## config.mk

```make
export PLATFORM = sky130hd
export DESIGN_NAME = entry_counter_flat
export DESIGN_NICKNAME = d
export VERILOG_FILES = /design/src/rle_pkg.sv /design/src/quarter_runs_if.sv /design/src/entry_counter.sv /design/src/flat_wrapper.sv
export SDC_FILE = /design/constraint.sdc
export NUM_CORES = 1
export LEC_CHECK = 0
export BUFFER_PORTS_ARGS = -buffer_cell sky130_fd_sc_hd__buf_2
export CAP_MARGIN = 30
export CORE_MARGIN = 4
export CORE_UTILIZATION = 47
export CTS_CLUSTER_SIZE = 8
export DETAILED_ROUTE_END_ITERATION = 12
export HOLD_SLACK_MARGIN = 0.15
export MAX_ROUTING_LAYER = met4
export PLACE_DENSITY = 0.79
export SYNTH_ARGS = -nofsm -noshare
export SYNTH_HDL_FRONTEND = slang
export SYNTH_SLANG_ARGS = --single-unit
```

## constraint.sdc

```tcl
create_clock -name clk -period 2.6 [get_ports clk]
set_input_delay 0.52 -clock clk [delete_from_list [all_inputs] [get_ports clk]]
set_output_delay 0.52 -clock clk [all_outputs]
set_load 0.02 [all_outputs]
```

## src/rle_pkg.sv

```systemverilog
`default_nettype none

package rle_pkg;

    // line geometry
    localparam int LINE_BYTES = 64;
    localparam int QUARTER_BYTES = 16;

    // entry layout: byte value on top, run length minus one below
    localparam int ENTRY_W = 14;
    localparam int RUN_W = 6;

    // 0..64 entries per line, 0..16 per quarter
    localparam int COUNT_W = 7;
    localparam int QCOUNT_W = 5;

    // address_in codes for the four quarters, lowest bytes first
    localparam logic [2:0] ADDR_Q0 = 3'd3;
    localparam logic [2:0] ADDR_Q1 = 3'd4;
    localparam logic [2:0] ADDR_Q2 = 3'd5;
    localparam logic [2:0] ADDR_Q3 = 3'd6;

    typedef logic [7:0] byte_t;
    typedef logic [ENTRY_W-1:0] entry_t;
    typedef logic [RUN_W-1:0] run_len_t;
    typedef logic [COUNT_W-1:0] count_t;
    typedef logic [QCOUNT_W-1:0] qcount_t;
    typedef logic [QUARTER_BYTES*8-1:0] quarter_t;
    typedef logic [LINE_BYTES*8-1:0] line_t;
    typedef logic [LINE_BYTES*ENTRY_W-1:0] packed_line_t;

    // end of list marker; an all 0xff line encodes to the same value
    localparam entry_t TERMINATOR = '1;

    // seq_qN means quarter N is the next one expected
    typedef enum logic [1:0] {
        seq_idle,
        seq_q1,
        seq_q2,
        seq_q3
    } seq_state_t;

endpackage

`default_nettype wire

```

## src/quarter_runs_if.sv

```systemverilog
`default_nettype none

interface quarter_runs_if;

    // runs of the registered quarter, entry 0 first
    rle_pkg::entry_t entries [rle_pkg::QUARTER_BYTES];
    rle_pkg::qcount_t count;

    // sequencing pulses, aligned with the registered quarter
    logic valid;
    logic first;
    logic last;

    // first run of this quarter continues the last stored run
    logic join_run;

    modport encoder (
        output entries,
        output count,
        input  valid
    );

    modport sequencer (
        output valid,
        output first,
        output last
    );

    modport accumulator (
        input  entries,
        input  count,
        input  valid,
        input  first,
        input  last,
        output join_run
    );

    modport counter (
        input  count,
        input  valid,
        input  first,
        input  join_run
    );

endinterface

`default_nettype wire

```

## src/entry_counter.sv

```systemverilog
`default_nettype none

module entry_counter (
    input  wire              clk,
    input  wire              reset,
    quarter_runs_if.counter  runs,
    output rle_pkg::count_t  total
);

    rle_pkg::count_t base;
    rle_pkg::count_t sum;

    // first quarter of a line starts from an empty list
    assign base = runs.first ? '0 : total;

    // a joined run lands in an existing slot
    assign sum = base + rle_pkg::count_t'(runs.count) - rle_pkg::count_t'(runs.join_run);

    always_ff @(posedge clk) begin
        if (!reset) begin
            total <= '0;
        end else if (runs.valid) begin
            total <= sum;
        end
    end

    // joins across borders must keep a line within one slot per byte
    total_bound: assert property (
        @(posedge clk) disable iff (!reset)
        total <= rle_pkg::count_t'(rle_pkg::LINE_BYTES)
    );

endmodule

`default_nettype wire

```

## src/flat_wrapper.sv

```systemverilog
// flat-port wrapper written by rule: the top's interface ports become plain ports
module entry_counter_flat 
  (clk, reset, total, runs_count, runs_valid, runs_first, runs_join_run);
  quarter_runs_if runs_i ();
  input  wire clk;
  input  wire reset;
  output rle_pkg::count_t total;
  input wire logic [$bits(runs_i.count)-1:0] runs_count;
  input wire logic [$bits(runs_i.valid)-1:0] runs_valid;
  input wire logic [$bits(runs_i.first)-1:0] runs_first;
  input wire logic [$bits(runs_i.join_run)-1:0] runs_join_run;
  assign runs_i.count = runs_count;
  assign runs_i.valid = runs_valid;
  assign runs_i.first = runs_first;
  assign runs_i.join_run = runs_join_run;
  entry_counter u_core (.clk(clk), .reset(reset), .runs(runs_i), .total(total));
endmodule
```

==> impl_metrics.env <==
export IMPL_grt_pass1_vias=645
export IMPL_period_needed_ps=2357
export IMPL_drt_total_wl_um=1499
export IMPL_start_util=0.5285
export IMPL_max_freq_mhz=424.2
export IMPL_worstPathMaxFanout=3
export IMPL_timing_final_ws_setup_ps=242.8
export IMPL_drtIter0Drc=18
export IMPL_post_dp_cell_area_um2=820.8
export IMPL_synth_ff_latch_count=7
export IMPL_setup_viol=0
export IMPL_hp_class="reg2reg"
export IMPL_cts_hold_buffers=0
export IMPL_clock_latency_ps=260
export IMPL_cp_arrival_ps=2500
export IMPL_path_class="in2reg"
export IMPL_grt_pass1_wl_um=2594
export IMPL_grt_max_degree=16
export IMPL_ys_warn_count=0
export IMPL_end_kind="register"
export IMPL_place_congestion=0.7751
export IMPL_p_total_uw=437.3
export IMPL_die_x_um=47.43
export IMPL_cts_resized=0
export IMPL_synth_area_um2=730.7
export IMPL_viasPerCell=5.553
export IMPL_postRouteAntennaNets=0
export IMPL_dieArea_um2=2250
export IMPL_final_area_um2=847.1
export IMPL_vdd_drop_max_mv=0.3527
export IMPL_worst_slew_margin_rel=0.8383
export IMPL_post_cts_buffers=0
export IMPL_final_cells=123
export IMPL_cts_sinks=7
export IMPL_placementRows=13
export IMPL_synth_cell_type_count=36
export IMPL_antenna_found_initial=0
export IMPL_cap_violations=0
export IMPL_tightest_slew_ps=242.3
export IMPL_ys_seq_area_frac=0.1918
export IMPL_cts_tree="done"
export IMPL_htree_num_levels=1
export IMPL_rsz0062_at_grt="false"
export IMPL_port_buffers=16
export IMPL_synthCells=90
export IMPL_wire_per_inst_um=12.19
export IMPL_placed_cells_incl_taps=119
export IMPL_async_flop_share=0
export IMPL_fin_crit_sh=0.9066
export IMPL_finalHoldViolCount=0
export IMPL_largest_register_ffs=7
export IMPL_core_area_um2=1383
export IMPL_cts_buffer_depth=2
export IMPL_drive_gt1_frac=0.2222
export IMPL_grt_ovfl_total=0
export IMPL_synth_flop_cell="dfxtp_1"
export IMPL_dp_hpwl_um=1183
export IMPL_via_count=683
export IMPL_synth_nets=112
export IMPL_fill_cells=133
export IMPL_tns_ps=0
export IMPL_path_clk_slew_ps=60
export IMPL_diodes=0
export IMPL_firstDrtPassIters=4
export IMPL_fin_skew_ps=7.886
export IMPL_place_ws_ps=-32.76
export IMPL_area_growth_pct=15.92
export IMPL_drc=0
export IMPL_track_usage=0.1725
export IMPL_status="finished, final reports clean"
export IMPL_power_density_nw_per_um2=516.3
export IMPL_cts_inserted_buffers=3
export IMPL_crit_required_ps=2740
export IMPL_syn_avg_cell_area_um2=8.119
export IMPL_synth_edff_count=0
export IMPL_die_h_um=47.43
export IMPL_critPathLaunchType="primary input"
export IMPL_top_register="u_core.total"
export IMPL_nets=131
export IMPL_cts_root_buffer="clkbuf_4"
export IMPL_largestRegisters="u_core.total x7"
export IMPL_rrSetupSlack_ps=370
export IMPL_io_pins=17
export IMPL_leakagePower_nw=0.4429
export IMPL_drv_slew=0
cells in the mapped netlist, types with 2 or more instances:
cell,n,area share
inv_1,17,0.087
ha_1,11,0.19
nand3_1,8,0.055
dfxtp_1,7,0.19
nand2b_1,7,0.060
nor2b_1,4,0.034
a21oi_1,3,0.021
mux2i_1,2,0.027
nand4_1,2,0.017
o211a_1,2,0.027
o211ai_1,2,0.021
critical path: stages:
cell and delay [ps]:
buf_2 120, nand2b_1 140, ha_1 260, inv_1 60, ha_1 160, inv_1 60
fa_1 370, and2b_1 260, o2111ai_2 130, o211a_1 150, a211o_1 260
cell families after synthesis:
| group | share of synthesized area |
|---|---|
| buffers and inverters | 0.1147 |
| adders and majority gates | 0.2158 |
| and+or+nand+nor | 0.2432 |
| AOI/OAI and AO/OA | 0.2072 |
| DFF | 0.1918 |
| muxes | 0.02740 |
cell usage in the layout, fill, tap and decap left out, types with 2 or more instances in the layout:
cell / synthesis / final
nand2b_1: 7 / 7
nand4_1: 2 / 2
dfxtp_1: 7 / 7
o211a_1: 2 / 2
a21oi_1: 3 / 3
buf_2: 1 / 16
nor2b_1: 4 / 4
o211ai_1: 2 / 2
clkbuf_4: 0 / 3
mux2i_1: 2 / 2
inv_1: 17 / 17
ha_1: 11 / 11
nand3_1: 8 / 8
per-stage QoR:
| stage | util | hold WS, ps |
|---|---|---|
| 2_1_floorplan | - | 589.5 |
| 3_3_place_gp | 0.5937 | 490.6 |
| 3_5_place_dp | 0.5937 | 497.6 |
| 4_1_cts | 0.6127 | 510.5 |
| 5_1_grt | 0.6127 | 538.1 |
| 6_report | 0.6127 | 508.0 |
power breakdown:
group | leakage, nW | internal [mW] | switching, mW
logic | 0.370 | 0.0854 | 0.110
clock network | 0.0150 | 0.0588 | 0.0429
registers | 0.0578 | 0.124 | 0.0161
total | 0.443 | 0.268 | 0.169
worst paths after layout:
path | end | start | depth (start not counted)
setup / recovery | u_core.total[6] | runs_first | 11
hold / removal | u_core.total[1] | u_core.total[1] | 1
setup reg to reg | u_core.total[6] | u_core.total[0] | 10
hold reg to reg | u_core.total[1] | u_core.total[1] | 1
metal layers:
metal	global-route usage	part of all wire	vias to the layer above
met2	0.2727	0.46	18
met4	0.08287	0.025	0
li1	-	-	355
met3	0.04511	0.070	5
met1	0.2009	0.44	305
met5	-	0	-
area by class of cell:
class	instances	area [um2]	share of cell area
Inverter	18	67.56	0.07976
Clock buffer	4	26.28	0.03102
Timing Repair Buffer	17	87.58	0.1034
Sequential cell	7	140.1	0.1654
Tap cell	15	18.77	0.02216
Multi-Input combinational cell	62	506.7	0.5982
(Power assumes the default switching activity.)
