$ cat src/rle_pkg.sv
`default_nettype none

package rle_pkg;

    // line geometry
    localparam int LINE_BYTES = 64;
    localparam int QUARTER_BYTES = 16;

    // entry layout: byte value on top, run length minus one below
    localparam int ENTRY_W = 14;
    localparam int RUN_W = 6;

    // 0..64 entries per line, 0..16 per quarter
    localparam int COUNT_W = 7;
    localparam int QCOUNT_W = 5;

    // address_in codes for the four quarters, lowest bytes first
    localparam logic [2:0] ADDR_Q0 = 3'd3;
    localparam logic [2:0] ADDR_Q1 = 3'd4;
    localparam logic [2:0] ADDR_Q2 = 3'd5;
    localparam logic [2:0] ADDR_Q3 = 3'd6;

    typedef logic [7:0] byte_t;
    typedef logic [ENTRY_W-1:0] entry_t;
    typedef logic [RUN_W-1:0] run_len_t;
    typedef logic [COUNT_W-1:0] count_t;
    typedef logic [QCOUNT_W-1:0] qcount_t;
    typedef logic [QUARTER_BYTES*8-1:0] quarter_t;
    typedef logic [LINE_BYTES*8-1:0] line_t;
    typedef logic [LINE_BYTES*ENTRY_W-1:0] packed_line_t;

    // end of list marker; an all 0xff line encodes to the same value
    localparam entry_t TERMINATOR = '1;

    // seq_qN means quarter N is the next one expected
    typedef enum logic [1:0] {
        seq_idle,
        seq_q1,
        seq_q2,
        seq_q3
    } seq_state_t;

endpackage

`default_nettype wire

$ cat src/quarter_runs_if.sv
`default_nettype none

interface quarter_runs_if;

    // runs of the registered quarter, entry 0 first
    rle_pkg::entry_t entries [rle_pkg::QUARTER_BYTES];
    rle_pkg::qcount_t count;

    // sequencing pulses, aligned with the registered quarter
    logic valid;
    logic first;
    logic last;

    // first run of this quarter continues the last stored run
    logic join_run;

    modport encoder (
        output entries,
        output count,
        input  valid
    );

    modport sequencer (
        output valid,
        output first,
        output last
    );

    modport accumulator (
        input  entries,
        input  count,
        input  valid,
        input  first,
        input  last,
        output join_run
    );

    modport counter (
        input  count,
        input  valid,
        input  first,
        input  join_run
    );

endinterface

`default_nettype wire

$ cat src/line_sequencer.sv
`default_nettype none

module line_sequencer (
    input  wire              clk,
    input  wire              reset,
    input  wire [2:0]        address_in,
    quarter_runs_if.sequencer runs
);

    rle_pkg::seq_state_t state;
    rle_pkg::seq_state_t state_next;
    logic accept;

    // any break in the order drops back to idle
    always_comb begin
        state_next = rle_pkg::seq_idle;
        accept = 1'b0;
        case (address_in)
            rle_pkg::ADDR_Q0: begin
                // a new line may start from any state
                state_next = rle_pkg::seq_q1;
                accept = 1'b1;
            end
            rle_pkg::ADDR_Q1: begin
                if (state == rle_pkg::seq_q1) begin
                    state_next = rle_pkg::seq_q2;
                    accept = 1'b1;
                end
            end
            rle_pkg::ADDR_Q2: begin
                if (state == rle_pkg::seq_q2) begin
                    state_next = rle_pkg::seq_q3;
                    accept = 1'b1;
                end
            end
            rle_pkg::ADDR_Q3: begin
                if (state == rle_pkg::seq_q3) begin
                    state_next = rle_pkg::seq_idle;
                    accept = 1'b1;
                end
            end
            default: begin
            end
        endcase
    end

    always_ff @(posedge clk) begin
        if (!reset) begin
            state <= rle_pkg::seq_idle;
            runs.valid <= 1'b0;
            runs.first <= 1'b0;
            runs.last <= 1'b0;
        end else begin
            state <= state_next;
            runs.valid <= accept;
            runs.first <= (address_in == rle_pkg::ADDR_Q0);
            runs.last <= accept && (address_in == rle_pkg::ADDR_Q3);
        end
    end

    // a last pulse closes a line whose first quarter came three cycles earlier
    last_after_first: assert property (
        @(posedge clk) disable iff (!reset)
        runs.last |-> $past(runs.first, 3)
    );

endmodule

`default_nettype wire

$ cat src/flat_wrapper.sv
// flat-port wrapper written by rule: the top's interface ports become plain ports
module line_sequencer_flat 
  (clk, reset, address_in, runs_valid, runs_first, runs_last);
  quarter_runs_if runs_i ();
  input  wire clk;
  input  wire reset;
  input  wire [2:0] address_in;
  output wire logic [$bits(runs_i.valid)-1:0] runs_valid;
  output wire logic [$bits(runs_i.first)-1:0] runs_first;
  output wire logic [$bits(runs_i.last)-1:0] runs_last;
  assign runs_valid = runs_i.valid;
  assign runs_first = runs_i.first;
  assign runs_last = runs_i.last;
  line_sequencer u_core (.clk(clk), .reset(reset), .address_in(address_in), .runs(runs_i));
endmodule
$ cat config.mk
export PLATFORM = sky130hd
export DESIGN_NAME = line_sequencer_flat
export DESIGN_NICKNAME = d
export VERILOG_FILES = /design/src/rle_pkg.sv /design/src/quarter_runs_if.sv /design/src/line_sequencer.sv /design/src/flat_wrapper.sv
export SDC_FILE = /design/constraint.sdc
export NUM_CORES = 1
export LEC_CHECK = 0
export ABC_CLOCK_PERIOD_IN_PS = 2800
export BUFFER_PORTS_ARGS = -buffer_cell sky130_fd_sc_hd__buf_4
export CORE_AREA = 4 4 41 43
export DETAILED_ROUTE_END_ITERATION = 16
export DIE_AREA = 0 0 45 47
export RECOVER_POWER = 25
export REMOVE_ABC_BUFFERS = 1
export SKIP_CTS_REPAIR_TIMING = 1
export SLEW_MARGIN = 25
export SYNTH_ARGS = -nofsm -noshare
export SYNTH_HDL_FRONTEND = slang
export SYNTH_SLANG_ARGS = --single-unit
$ cat constraint.sdc
create_clock -name clk -period 2.8 [get_ports clk]
set_input_delay 0.28 -clock clk [delete_from_list [all_inputs] [get_ports clk]]
set_output_delay 0.28 -clock clk [all_outputs]
set_load 0.005 [all_outputs]
==> metrics.md <==
| Metric | Value |
|---|---|
| Number of remaining DRC errors | `0` |
| Sw power | `0.0000340 W` |
| Final hold vios | `0` |
| Seq pwr share | `43.8%` |
| Rel. slew slack | `81.4%` |
| Syn Area/Cell | `10.7 µm²` |
| Core area | `1300 µm²` |
| Clock network power share | `48.4%` |
| Final slew viol count | `0` |
| Post-synth EDFFs | `0` |
| Critical path startpoint category | `flop` |
| Critical Path Max Stage Delay | `0.34 ns` |
| Setup crit start | `u_core.state[1]` |
| Cell family with the largest share of critical-path delay | `flip-flops` |
| Detail Route Antenna Nets | `0` |
| CP Class | `reg2reg` |
| Top-count cell post-synth | `dfxtp_1` |
| Crit share post-route | `37.1%` |
| Post-synth top area cell | `dfxtp_1` |
| Fill count | `155` |
| RR Startpoint | `u_core.state[1]` |
| Worst-Margin Slew | `0.274 ns` |
| CP Max Fanout | `6` |
| Clk_lat worst skew | `0.24 ns` |
| Switching portion of total power | `20.3%` |
| Number of antenna diodes | `0` |
| Critical Path Sink | `u_core.runs.valid` |
| Req. time, crit path | `2.96 ns` |
| Setup violators final | `0` |
| Chip width | `45 µm` |
| CP Data Arrival Time | `1.20 ns` |
| 1st-pass router iterations | `2` |
| Crit path depth | `3` |
| Most used flip-flop cell after synthesis | `dfxtp_1` |
| Wirelength, routed | `424 µm` |
| Sequential share of the synthesized area | `44.7%` |
| Post-synthesis register bit count | `5` |
| P_leak | `0.122 nW` |
| MaxCap Viol Count | `0` |
| Synth cell count leaders | `5 x dfxtp_1, 2 x nand2_1, 2 x nand3b_1` |
| Worst-path clk slew | `0.04 ns` |
| Multi-input gate area | `124 µm²` |
| R2R Setup Slk | `1.76 ns` |
| Finished Layout Cells | `47` |
| Cell Chain, Critical Path | `nor4b_1 > o31ai_1 > a21boi_1` |
| CTS sink cnt | `5` |
| Setup Skew | `0.0000735 ns` |
| Detailed placement HPWL | `325 µm` |
| Port bufs | `7` |
| Gr usage total | `5.53%` |
| Cell Int Power | `0.000133 W` |
| DP Cell Count | `43` |
| I/O pin cnt | `8` |
| First-pass GRT wire length | `759 µm` |
| Share of layout cells above drive strength 1 | `34.4%` |
| Starting Density | `17.2%` |
| Worst setup EP type | `flop` |
| Status | `completed` |
| Post-Route Setup TNS | `0 ns` |
| Avg Vias per Cell | `4.17` |
| Final GP Congestion | `0.733` |
| Final Cell Area | `318 µm²` |
| Mapped Cells | `21` |
| Buf/Inv on CP | `0` |
| Post-placement cell area | `295 µm²` |
| Initial antenna violation count | `0` |
| 1st-iter DRT viols | `5` |
| Vias in the first global route | `191` |
| Num rows | `13` |
| Avg WL per Cell | `9.02 µm` |
| Grt total ovfl | `0` |
| Worst Hold Class | `in2reg` |
| CTS max path bufs | `2` |
| H-Tree Depth | `1` |
| Min Hold Slack | `0.303 ns` |
| Die area | `2120 µm²` |
| Synth async-reset ratio | `0%` |
| CTS Buf Count | `3` |
| Largest net degree at the start of global routing | `8` |
| Clk root buf | `clkbuf_4` |
| Chip Height | `47 µm` |
| Final #Nets | `38` |
| Ys Warns | `0` |
| Synthesized area | `224 µm²` |
| Unique masters post-synth | `15` |
| FF/Latch Area | `100 µm²` |
| Logic pwr share | `7.7%` |
| Shortest period the worst path allows | `1.04 ns` |
| Cell Pwr Density | `527 nW/µm²` |
| Reg2reg end | `u_core.runs.valid` |
| CTS tree | `yes` |
| Slowest cell on the critical path | `dfxtp_1` |
| RSZ-0062 raised after global routing | `no` |
| Area fraction of the dominant cell type after synthesis | `44.7%` |
| Area contributors post-synth | `dfxtp_1 45%, nand3b_1 6.7%, a211oi_2 5.6%` |
| Max Fclk | `962 MHz` |
| Final core utilization | `24.4%` |
| Worst IR Drop VDD | `0.000104 V` |
| Via Count | `196` |
| Cells on worst reg2reg path | `3` |
| P&R area growth vs syn | `41.9%` |
## how the worst min path moves through the flow
| stage | start | end | slack, ns | cells after the start |
|---|---|---|---|---|
| detailed placement | address_in[1] | u_core.state[1] | 0.50 | 2 |
| finish | reset | u_core.runs.first | 0.30 | 3 |
| global route | reset | u_core.runs.first | 0.31 | 3 |
| floorplan | address_in[1] | u_core.state[1] | 0.35 | 1 |
| CTS | address_in[1] | u_core.state[1] | 0.24 | 2 |
| global placement | address_in[1] | u_core.state[1] | 0.50 | 2 |
## worst reg2reg max path: stages (launching register included)
cell and delay, ns:
dfxtp_1 0.34, nor4b_1 0.33, o31ai_1 0.12, a21boi_1 0.17
## placed cells by master, fill, tap and decap left out
| cell | instances |
|---|---|
| and4b_1 | 1 |
| nor2_1 | 1 |
| clkbuf_1 | 2 |
| nand2_1 | 2 |
| nor4b_1 | 1 |
| a21oi_1 | 1 |
| nor2b_1 | 1 |
| clkbuf_4 | 3 |
| nand3b_1 | 2 |
| or2b_1 | 1 |
| o31ai_1 | 1 |
| dfxtp_1 | 5 |
| a21boi_1 | 1 |
| or3b_1 | 1 |
| nand4bb_1 | 1 |
| buf_4 | 6 |
| and4bb_2 | 1 |
| a211oi_2 | 1 |
## state kept, by name, indices dropped and copies added, names as in the netlist
name and cells:
u_core.state 2, u_core.runs.last 1, u_core.runs.valid 1, u_core.runs.first 1
## power groups by stage
stage / combinational, W / clock, W / sequential [W]
6_report: 0.0000129 / 0.0000811 / 0.0000734
5_1_grt: 0.0000144 / 0.0000905 / 0.0000734
4_1_cts: 0.0000136 / 0.0000872 / 0.0000734
3_5_place_dp: 0.0000136 / 0 / 0.0000746
3_3_place_gp: 0.0000135 / 0 / 0.0000747
2_1_floorplan: 0.00000449 / 0 / 0.0000746
## per-layer routing
metal  global-route usage [%]  share of wire, %  vias up
met4                     7.02                 0        0
met3                     3.07                15        0
met5                        0                 0        -
met2                     6.78                40        8
met1                     5.91                45       87
li1                         -                 -      101
## through the flow
step                power [W]  setup slack, ns
floorplan           0.0000791             1.83
finish               0.000167             1.76
global placement    0.0000882             1.74
detailed placement  0.0000882             1.71
global route         0.000178             1.59
CTS                  0.000174             1.75
## area by class of cell
cell class                      count  share of cell area, %
Multi-Input combinational cell     16                   39.0
Sequential cell                     5                   31.5
Timing Repair Buffer                7                   15.4
Clock buffer                        4                   8.27
Tap cell                           15                   5.91
## logic make-up after synthesis
family | Yosys count | share of synthesized area (%)
AND/OR/NAND/NOR | 12 | 40.8
flip-flops | 5 | 44.7
AO/OA/AOI/OAI | 4 | 14.5
Note: power is estimated with default switching activity, not from simulation.
